### src/source/isaPkg.sv
package isaPkg;

   typedef logic [31:0] word_t;
   typedef logic [3:0]  regIdx_t;

   localparam regIdx_t LINK_REG = 4'd14;
   localparam regIdx_t PC_REG   = 4'd15;

   typedef enum logic [1:0] {
      DATA   = 2'b00,
      MEM    = 2'b01,
      BRANCH = 2'b10
   } instrClass_e;

   typedef enum logic [3:0] {
      AND = 4'b0000,
      SUB = 4'b0010,
      ADD = 4'b0100,
      ORR = 4'b1100,
      MOV = 4'b1101
   } aluCmd_e;

   // Data processing and store layout
   typedef struct packed {
      logic [3:0]  cond;      // Not evaluated
      instrClass_e cls;
      logic        imm;
      logic [3:0]  cmd;       // MEM class: bit 24 set is a store
      logic        setFlags;  // Not evaluated
      regIdx_t     rn;
      regIdx_t     rd;
      logic [11:0] operand2;  // Shift form uses 11:7 and 3:0
   } dpFormat_s;

   typedef struct packed {
      logic [3:0]  cond;
      instrClass_e cls;
      logic        unused;
      logic        link;
      logic [23:0] offset;    // Signed word offset
   } brFormat_s;

   typedef union packed {
      dpFormat_s dp;
      brFormat_s br;
   } instrWord_u;

endpackage

### src/source/pipePkg.sv
package pipePkg;
   import isaPkg::*;

   // Decoded control, all zero for a bubble
   typedef struct packed {
      logic    regWrite;
      logic    memWrite;
      logic    isBranch;
      logic    isLink;
      logic    useImm;    // Operand B from immediate
      logic    zeroA;     // Operand A forced to zero
      aluCmd_e aluCmd;
   } ctrl_s;

   typedef struct packed {
      logic       valid;
      ctrl_s      ctrl;
      word_t      read1;
      word_t      read2;
      word_t      imm;
      logic [4:0] shamt;
      regIdx_t    dest;
   } idEx_s;

   typedef struct packed {
      logic    regWrite;
      logic    memWrite;
      word_t   result;
      word_t   storeData;
      regIdx_t dest;
   } exMem_s;

   typedef struct packed {
      logic    we;
      regIdx_t dest;
      word_t   data;
   } wb_s;

   // Store port of the core
   typedef struct packed {
      logic  strobe;
      word_t addr;
      word_t data;
   } storeReq_s;

endpackage

### src/source/armPipeline.sv
module armPipeline import isaPkg::*, pipePkg::*; #(
   parameter word_t RESET_PC = '0
) (
   input  logic      clk,
   input  logic      reset,
   input  word_t     i_inst,
   output word_t     o_pc,
   output storeReq_s o_store
);

   regIdx_t src1;
   regIdx_t src2;
   word_t   read1;
   word_t   read2;
   word_t   target;
   logic    validD;
   logic    isBranchD;
   logic    isLinkD;
   logic    stall;
   logic    squash;
   logic    linkWrite;
   logic    branchTaken;
   idEx_s   idExD;
   idEx_s   idExE;
   exMem_s  exMemE;
   exMem_s  exMemM;
   wb_s     wb;

   decodeStage u_decodeStage (
      .clk        (clk),
      .reset      (reset),
      .i_inst     (i_inst),
      .i_stall    (stall),
      .i_squash   (squash),
      .i_read1    (read1),
      .i_read2    (read2),
      .o_src1     (src1),
      .o_src2     (src2),
      .o_valid    (validD),
      .o_isBranch (isBranchD),
      .o_isLink   (isLinkD),
      .o_idEx     (idExD)
   );

   registerFile #(.RESET_PC(RESET_PC)) u_registerFile (
      .clk           (clk),
      .reset         (reset),
      .i_src1        (src1),
      .i_src2        (src2),
      .i_wb          (wb),
      .i_linkWrite   (linkWrite),
      .i_stall       (stall),
      .i_branchTaken (branchTaken),
      .i_target      (target),
      .o_read1       (read1),
      .o_read2       (read2),
      .o_pc          (o_pc)
   );

   hazardUnit u_hazardUnit (
      .clk         (clk),
      .reset       (reset),
      .i_valid     (validD),
      .i_src1      (src1),
      .i_src2      (src2),
      .i_isBranch  (isBranchD),
      .i_isLink    (isLinkD),
      .i_idEx      (idExE),
      .i_exMem     (exMemM),
      .i_wb        (wb),
      .o_stall     (stall),
      .o_squash    (squash),
      .o_linkWrite (linkWrite)
   );

   executeStage u_executeStage (
      .clk           (clk),
      .reset         (reset),
      .i_idEx        (idExD),
      .i_bubble      (stall),   // Stalled D leaves a hole in E
      .o_idExQ       (idExE),
      .o_exMem       (exMemE),
      .o_branchTaken (branchTaken),
      .o_target      (target)
   );

   memAccessStage u_memAccessStage (
      .clk      (clk),
      .reset    (reset),
      .i_exMem  (exMemE),
      .o_exMemQ (exMemM),
      .o_wb     (wb),
      .o_store  (o_store)
   );

endmodule

### src/source/decodeStage.sv
module decodeStage import isaPkg::*, pipePkg::*; (
   input  logic    clk,
   input  logic    reset,
   input  word_t   i_inst,
   input  logic    i_stall,
   input  logic    i_squash,
   input  word_t   i_read1,
   input  word_t   i_read2,
   output regIdx_t o_src1,
   output regIdx_t o_src2,
   output logic    o_valid,
   output logic    o_isBranch,
   output logic    o_isLink,
   output idEx_s   o_idEx
);

   instrWord_u instQ;
   logic       validQ;
   ctrl_s      ctrl;
   word_t      imm;

   // IF/ID register, squash beats stall
   always_ff @(posedge clk or posedge reset) begin
      if (reset) begin
         validQ <= 1'b0;
         instQ  <= '0;
      end else if (i_squash || !i_stall) begin
         validQ <= !i_squash;
         instQ  <= i_inst;
      end
   end

   always_comb begin
      ctrl   = '0;
      imm    = {20'd0, instQ.dp.operand2};
      o_src1 = instQ.dp.rn;
      o_src2 = instQ.dp.operand2[3:0];   // rm
      case (instQ.dp.cls)
         DATA: begin
            ctrl.regWrite = (instQ.dp.rd != PC_REG);
            ctrl.useImm   = instQ.dp.imm;
            ctrl.zeroA    = (instQ.dp.cmd == MOV);
            ctrl.aluCmd   = aluCmd_e'(instQ.dp.cmd);
         end
         MEM: begin
            ctrl.memWrite = instQ.dp.cmd[3];
            ctrl.useImm   = 1'b1;
            ctrl.aluCmd   = ADD;
            o_src2        = instQ.dp.rd;     // Store data
         end
         BRANCH: begin
            ctrl.isBranch = 1'b1;
            ctrl.isLink   = instQ.br.link;
            ctrl.useImm   = 1'b1;
            ctrl.aluCmd   = ADD;
            imm           = {{6{instQ.br.offset[23]}}, instQ.br.offset, 2'b00};
            o_src1        = PC_REG;
            o_src2        = PC_REG;
         end
         default: begin
            ctrl = '0;
         end
      endcase
      // Invalid slot issues nothing
      if (!validQ) begin
         ctrl = '0;
      end
   end

   assign o_valid    = validQ;
   assign o_isBranch = ctrl.isBranch;
   assign o_isLink   = ctrl.isLink;

   always_comb begin
      o_idEx.valid = validQ;
      o_idEx.ctrl  = ctrl;
      o_idEx.read1 = i_read1;
      o_idEx.read2 = i_read2;
      o_idEx.imm   = imm;
      o_idEx.shamt = instQ.dp.imm ? 5'd0 : instQ.dp.operand2[11:7];
      o_idEx.dest  = instQ.dp.rd;
   end

endmodule

### src/source/executeStage.sv
module executeStage import isaPkg::*, pipePkg::*; (
   input  logic   clk,
   input  logic   reset,
   input  idEx_s  i_idEx,
   input  logic   i_bubble,
   output idEx_s  o_idExQ,
   output exMem_s o_exMem,
   output logic   o_branchTaken,
   output word_t  o_target
);

   idEx_s idExQ;
   word_t opA;
   word_t opB;
   word_t result;

   // ID/EX register
   always_ff @(posedge clk or posedge reset) begin
      if (reset) begin
         idExQ <= '0;
      end else if (i_bubble) begin
         idExQ <= '0;
      end else begin
         idExQ <= i_idEx;
      end
   end

   assign opA = idExQ.ctrl.zeroA ? '0 : idExQ.read1;
   assign opB = idExQ.ctrl.useImm ? idExQ.imm : (idExQ.read2 << idExQ.shamt);

   always_comb begin
      case (idExQ.ctrl.aluCmd)
         AND:      result = opA & opB;
         SUB:      result = opA - opB;
         ADD:      result = opA + opB;
         ORR, MOV: result = opA | opB;   // MOV sees A as zero
         default:  result = '0;
      endcase
   end

   always_comb begin
      o_exMem.regWrite  = idExQ.ctrl.regWrite;
      o_exMem.memWrite  = idExQ.ctrl.memWrite;
      o_exMem.result    = result;
      o_exMem.storeData = idExQ.read2;
      o_exMem.dest      = idExQ.dest;
   end

   // Branches are unconditional
   assign o_branchTaken = idExQ.valid && idExQ.ctrl.isBranch;
   assign o_target      = result;   // R15 plus offset
   assign o_idExQ       = idExQ;

endmodule

### src/source/hazardUnit.sv
module hazardUnit import isaPkg::*, pipePkg::*; (
   input  logic    clk,
   input  logic    reset,
   input  logic    i_valid,
   input  regIdx_t i_src1,
   input  regIdx_t i_src2,
   input  logic    i_isBranch,
   input  logic    i_isLink,
   input  idEx_s   i_idEx,
   input  exMem_s  i_exMem,
   input  wb_s     i_wb,
   output logic    o_stall,
   output logic    o_squash,
   output logic    o_linkWrite
);

   logic pending;   // Second wrong-path slot
   logic branchD;

   // Register still to be written by E, M or W
   function automatic logic inFlight(regIdx_t src);
      return (i_idEx.ctrl.regWrite && i_idEx.dest == src) ||
             (i_exMem.regWrite && i_exMem.dest == src) ||
             (i_wb.we && i_wb.dest == src);
   endfunction

   always_comb begin
      o_stall = i_valid && (inFlight(i_src1) || inFlight(i_src2) ||
                            (i_isLink && inFlight(LINK_REG)));
   end

   assign branchD     = i_valid && i_isBranch && !o_stall;
   assign o_squash    = branchD || pending;
   assign o_linkWrite = i_valid && i_isLink && !o_stall;

   always_ff @(posedge clk or posedge reset) begin
      if (reset) begin
         pending <= 1'b0;
      end else begin
         pending <= branchD;
      end
   end

endmodule

### src/source/memAccessStage.sv
module memAccessStage import pipePkg::*; (
   input  logic      clk,
   input  logic      reset,
   input  exMem_s    i_exMem,
   output exMem_s    o_exMemQ,
   output wb_s       o_wb,
   output storeReq_s o_store
);

   exMem_s exMemQ;
   wb_s    wbQ;

   // EX/MEM then MEM/WB
   always_ff @(posedge clk or posedge reset) begin
      if (reset) begin
         exMemQ <= '0;
         wbQ    <= '0;
      end else begin
         exMemQ   <= i_exMem;
         wbQ.we   <= exMemQ.regWrite;
         wbQ.dest <= exMemQ.dest;
         wbQ.data <= exMemQ.result;
      end
   end

   assign o_store = '{strobe: exMemQ.memWrite, addr: exMemQ.result, data: exMemQ.storeData};

   assign o_exMemQ = exMemQ;
   assign o_wb     = wbQ;

endmodule

### src/source/registerFile.sv
module registerFile import isaPkg::*, pipePkg::*; #(
   parameter word_t RESET_PC = '0
) (
   input  logic    clk,
   input  logic    reset,
   input  regIdx_t i_src1,
   input  regIdx_t i_src2,
   input  wb_s     i_wb,
   input  logic    i_linkWrite,
   input  logic    i_stall,
   input  logic    i_branchTaken,
   input  word_t   i_target,
   output word_t   o_read1,
   output word_t   o_read2,
   output word_t   o_pc
);

   word_t regs [0:14];
   word_t pc;          // R15

   always_ff @(posedge clk or posedge reset) begin
      if (reset) begin
         for (int i = 0; i < 15; i++) begin
            regs[i] <= '0;
         end
      end else begin
         if (i_wb.we && i_wb.dest != PC_REG) begin
            regs[i_wb.dest] <= i_wb.data;
         end
         // BL return address, later assignment wins
         if (i_linkWrite) begin
            regs[LINK_REG] <= pc;
         end
      end
   end

   always_ff @(posedge clk or posedge reset) begin
      if (reset) begin
         pc <= RESET_PC;
      end else if (i_branchTaken) begin
         pc <= i_target;
      end else if (!i_stall) begin
         pc <= pc + 32'd4;
      end
   end

   assign o_read1 = (i_src1 == PC_REG) ? pc : regs[i_src1];
   assign o_read2 = (i_src2 == PC_REG) ? pc : regs[i_src2];
   assign o_pc    = pc;

endmodule
### config.mk
export PLATFORM = sky130hd
export DESIGN_NAME = armPipeline
export DESIGN_NICKNAME = d
export VERILOG_FILES = /design/src/source/isaPkg.sv /design/src/source/pipePkg.sv /design/src/source/armPipeline.sv /design/src/source/decodeStage.sv /design/src/source/executeStage.sv /design/src/source/hazardUnit.sv /design/src/source/memAccessStage.sv /design/src/source/registerFile.sv
export SDC_FILE = /design/constraint.sdc
export NUM_CORES = 2
export LEC_CHECK = 0
export ABC_CLOCK_PERIOD_IN_PS = 70400
export BUFFER_PORTS_ARGS = -buffer_cell sky130_fd_sc_hd__buf_4
export CAP_MARGIN = 20
export CORE_AREA = 3 3 228 319
export DETAILED_ROUTE_END_ITERATION = 7
export DIE_AREA = 0 0 231 322
export PLACE_DENSITY = 0.74
export SYNTH_ARGS = -nofsm -noshare
export SYNTH_HDL_FRONTEND = slang
export SYNTH_SLANG_ARGS = --single-unit
### constraint.sdc
create_clock -name clk -period 70.4 [get_ports clk]
set_clock_uncertainty 0.1 [all_clocks]
set_input_delay 7.04 -clock clk [delete_from_list [all_inputs] [get_ports clk]]
set_output_delay 7.04 -clock clk [all_outputs]
set_load 0.005 [all_outputs]
==> results.py <==
metrics = {
    "worst_hold_path": {
        "whs_path_depth": 0,
        "type_of_the_tightest_min_delay_check": "flip-flop to flip-flop",
        "worstHoldStart": "u_executeStage.o_exMem[68]",
        "holdPathEnd": "u_memAccessStage.o_exMemQ[68]",
    },
    "timing": {
        "holdWs_ps": 258.3,
        "report.final.slew_viol_count": 0,
        "achievable-frequency_ghz": 0.1102,
        "setup_failing_eps_final": 0,
        "fin_tns_setup_ps": 0,
        "grt_setup_unrepaired": "false",
        "hold_viol": 0,
        "timing.max_slew.rel_slack": 0.1849,
        "final_period_minus_worst_setup_slack_ps": 9076,
        "setup_ws_ps": 61320,
        "period_share": 0.1289,
        "tightestPinTransition_ps": 1207,
    },
    "synthesis": {
        "syn_inst": 4017,
        "netlist-cell-type-count": 77,
        "synth_async_sr_flop_share": 1.000,
        "synth_fp_nets": 4094,
        "ys.flop_type": "sky130_fd_sc_hd__dfrtp_1",
        "ffs_latches_synth": 757,
        "syn-mean-instance-area_sq_um": 10.40,
        "synth.yosys.seq_area_share": 0.4534,
        "syn-cell-area_sq_mm": 0.04178,
        "number_of_enable_type_register_cells_in_the_synthesized_netlist": 0,
        "yosys_warnings": 0,
    },
    "placed_design": {
        "detailedPlace.worstSlack_ps": 60600,
        "place.port_buffers": 126,
        "globalplace.congestion": 1.023,
        "placed_cells_incl_taps": 4748,
        "placement.cell_area_sq_mm": 0.04293,
        "dpl.hpwl_um": 84460,
    },
    "setup_path": {
        "rr_worst_depth": 18,
        "timing.critical_path.slowest_cell_delay_ps": 880,
        "type_of_element_capturing_the_critical_path": "asynchronous set/reset pin",
        "timing.critical_path.slowest_stage_cell": "sky130_fd_sc_hd__buf_4",
        "most_used_cell_cp": "sky130_fd_sc_hd__buf_4",
        "cp-start-kind": "input port",
        "worst_ep_arrival_time_ps": 9470,
        "path_class": "input port to asynchronous set/reset pin",
        "endpoint_of_the_lowest_slack_register_to_register_path": "u_registerFile.o_pc[30]",
        "regToRegSetupSlack_ps": 63290,
        "worstPathCellList": "buf_4, inv_8, buf_4, buf_4",
        "reg2reg_from": "u_executeStage.o_idExQ[5]",
        "cp.required_ps": 70800,
        "worst-path-max-fanout": 112,
    },
    "layout": {
        "flow.area_growth_from_synthesis_pct": 9.039,
        "num_antenna_cells": 0,
        "layout_cell_share_with_drive_strength_beyond_1": 0.2497,
        "fin_area_sq_mm": 0.04555,
        "post_layout_nonfiller_instances": 4881,
        "utilization": 0.6488,
        "nNetsFinal": 3968,
    },
    "routing": {
        "antenna_left": 0,
        "firstDrtPassIters": 6,
        "drt_first_iter_violations": 3882,
        "drt_wl_total_um": 135600,
        "routedWlPerCell_um": 27.77,
        "dr_total_vias": 33040,
        "avgViaCountPerCell": 6.769,
        "remaining_drc_errors": 0,
    },
    "floorplan": {
        "die_h_um": 322,
        "dieArea_sq_mm": 0.07438,
        "core_region_area_sq_mm": 0.07022,
        "initial_util": 0.5950,
        "die_w_um": 231,
        "row_count": 115,
        "num_io_pins": 131,
    },
    "clocking": {
        "cts-hold-fix-buffers": 0,
        "cts-htree-levels": 3,
        "cts.repair_timing.setup_buffer_count": 0,
        "cts-buffers-inserted": 74,
        "cts_resized": 0,
        "cts-root-to-sink-buffers": 3,
        "clock_sinks": 757,
        "clkTransAtPathRegs_ps": 60,
        "tritoncts": "done",
        "clk_root_buffer_cell": "sky130_fd_sc_hd__clkbuf_16",
        "clock_latency_ps": 650,
    },
    "pwr": {
        "max-vdd-ir-drop_v": 0.00003765,
        "report.power.total_mw": 2.510,
        "p_per_cell_area_mw_per_mm2": 55.11,
        "p_leak_nw": 20.45,
    },
    "grt": {
        "global_route.usage.total": 0.3628,
        "grt_start_max_net_pins": 153,
        "grt_antenna_before_repair": 0,
        "first_pass_grt_wire_length_um": 204400,
        "overflow": 0,
        "first_global_vias": 32660,
    },
    "run_status": {
        "run_status": "finished, final reports clean",
    },
    "flow_run": {
        "maxCapViolCount": 0,
    },
}
[final cells by class]
| class | count | area [sq um] |
|---|---|---|
| inverter | 33 | 131.4 |
| tap | 936 | 1171 |
| timing repair buffer | 201 | 1594 |
| multi-input combinational | 2824 | 21120 |
| clock buffer | 107 | 2252 |
| clock inverter | 23 | 329.1 |
| sequential | 757 | 18960 |
| fill | 5486 | 24660 |
[worst max path at each step]
stage / startpoint / endpoint / slack (ps) / cells past startpoint
after floorplan: reset / u_decodeStage.instQ[0] / 42010 / 1
after global placement: reset / u_decodeStage.instQ[16] / 60590 / 4
after detailed placement: reset / u_decodeStage.instQ[17] / 60600 / 4
after CTS: reset / u_decodeStage.instQ[17] / 61250 / 4
after global routing: reset / u_decodeStage.instQ[17] / 60910 / 4
final: reset / u_decodeStage.instQ[17] / 61320 / 4
[synth_stat cells (54+ instances only)]
cell type,count,area [sq um]
sky130_fd_sc_hd__a211oi_1,101,758.2
sky130_fd_sc_hd__a21oi_1,214,1071
sky130_fd_sc_hd__a31oi_1,75,469.2
sky130_fd_sc_hd__and3_1,60,375.4
sky130_fd_sc_hd__buf_1,54,202.7
sky130_fd_sc_hd__buf_4,67,503.0
sky130_fd_sc_hd__clkbuf_1,270,1013
sky130_fd_sc_hd__dfrtp_1,757,18940
sky130_fd_sc_hd__mux2_2,523,5889
sky130_fd_sc_hd__mux2i_1,134,1341
sky130_fd_sc_hd__mux4_2,87,1959
sky130_fd_sc_hd__nand2_1,579,2173
sky130_fd_sc_hd__nand3_1,56,280.3
sky130_fd_sc_hd__nor2_1,160,600.6
sky130_fd_sc_hd__nor2b_1,66,412.9
sky130_fd_sc_hd__o21ai_0,213,1066
sky130_fd_sc_hd__xnor2_1,62,543.0
[kinds of logic after synthesis]
logic type               synth area share
buffers and inverters             0.04585
AND/OR/NAND/NOR                    0.1186
flip-flops                         0.4534
AO/OA/AOI/OAI                      0.1263
adder cells (fa/ha/maj)           0.01306
multiplexers                       0.2205
XOR/XNOR                          0.02222
[report_power, final]
part	internal (mW)	total, mW	switching [mW]	leakage [nW]
sequential	0.615	0.810	0.195	10.1
clock	0.251	0.427	0.175	1.28
combinational	0.523	1.27	0.751	9.10
[sequential cells by signal, summed over array words and instances, names as in the netlist]
register / count
u_executeStage.o_exMem: 38
u_memAccessStage.o_exMemQ: 70
u_memAccessStage.o_wb: 37
u_registerFile.o_pc: 32
u_executeStage.o_idExQ: 71
u_registerFile.regs: 480
u_decodeStage.instQ: 28
u_decodeStage.o_valid: 1
[critical path, delay by kind of cell]
family	cells	cell delay (ps)
buffers and inverters	4	2290
[placed cells by master, fill, tap and decap left out, types with 12 or more instances in the layout]
| master | Yosys | layout |
|---|---|---|
| sky130_fd_sc_hd__a211oi_1 | 101 | 101 |
| sky130_fd_sc_hd__a21o_1 | 23 | 21 |
| sky130_fd_sc_hd__a21oi_1 | 214 | 211 |
| sky130_fd_sc_hd__a22oi_1 | 38 | 38 |
| sky130_fd_sc_hd__a311oi_1 | 33 | 33 |
| sky130_fd_sc_hd__a31oi_1 | 75 | 75 |
| sky130_fd_sc_hd__and2_1 | 26 | 26 |
| sky130_fd_sc_hd__and3_1 | 60 | 60 |
| sky130_fd_sc_hd__buf_4 | 67 | 193 |
| sky130_fd_sc_hd__clkbuf_16 | 0 | 79 |
| sky130_fd_sc_hd__clkbuf_8 | 0 | 17 |
| sky130_fd_sc_hd__dfrtp_1 | 757 | 752 |
| sky130_fd_sc_hd__ha_1 | 42 | 41 |
| sky130_fd_sc_hd__inv_1 | 32 | 31 |
| sky130_fd_sc_hd__mux2_2 | 523 | 523 |
| sky130_fd_sc_hd__mux2i_1 | 134 | 134 |
| sky130_fd_sc_hd__mux4_2 | 87 | 87 |
| sky130_fd_sc_hd__nand2_1 | 579 | 578 |
| sky130_fd_sc_hd__nand2b_1 | 32 | 30 |
| sky130_fd_sc_hd__nand3_1 | 56 | 56 |
| sky130_fd_sc_hd__nand4_1 | 18 | 18 |
| sky130_fd_sc_hd__nor2_1 | 160 | 148 |
| sky130_fd_sc_hd__nor2_4 | 0 | 12 |
| sky130_fd_sc_hd__nor2b_1 | 66 | 63 |
| sky130_fd_sc_hd__nor3_1 | 49 | 48 |
| sky130_fd_sc_hd__o21ai_0 | 213 | 213 |
| sky130_fd_sc_hd__o221ai_1 | 15 | 15 |
| sky130_fd_sc_hd__o311ai_0 | 32 | 32 |
| sky130_fd_sc_hd__xnor2_1 | 62 | 62 |
| sky130_fd_sc_hd__xor2_1 | 44 | 44 |
[per-layer routing]
layer | vias up | wire (um) | global-route usage | part of all wire
met5 | - | 0 | 0 | 0
met4 | 0 | 9291 | 0.2271 | 0.069
met3 | 483 | 12400 | 0.06776 | 0.091
met2 | 1894 | 64290 | 0.5876 | 0.47
met1 | 16530 | 49580 | 0.4513 | 0.37
li1 | 14130 | - | - | -
Note: power is estimated with default switching activity, not from simulation.
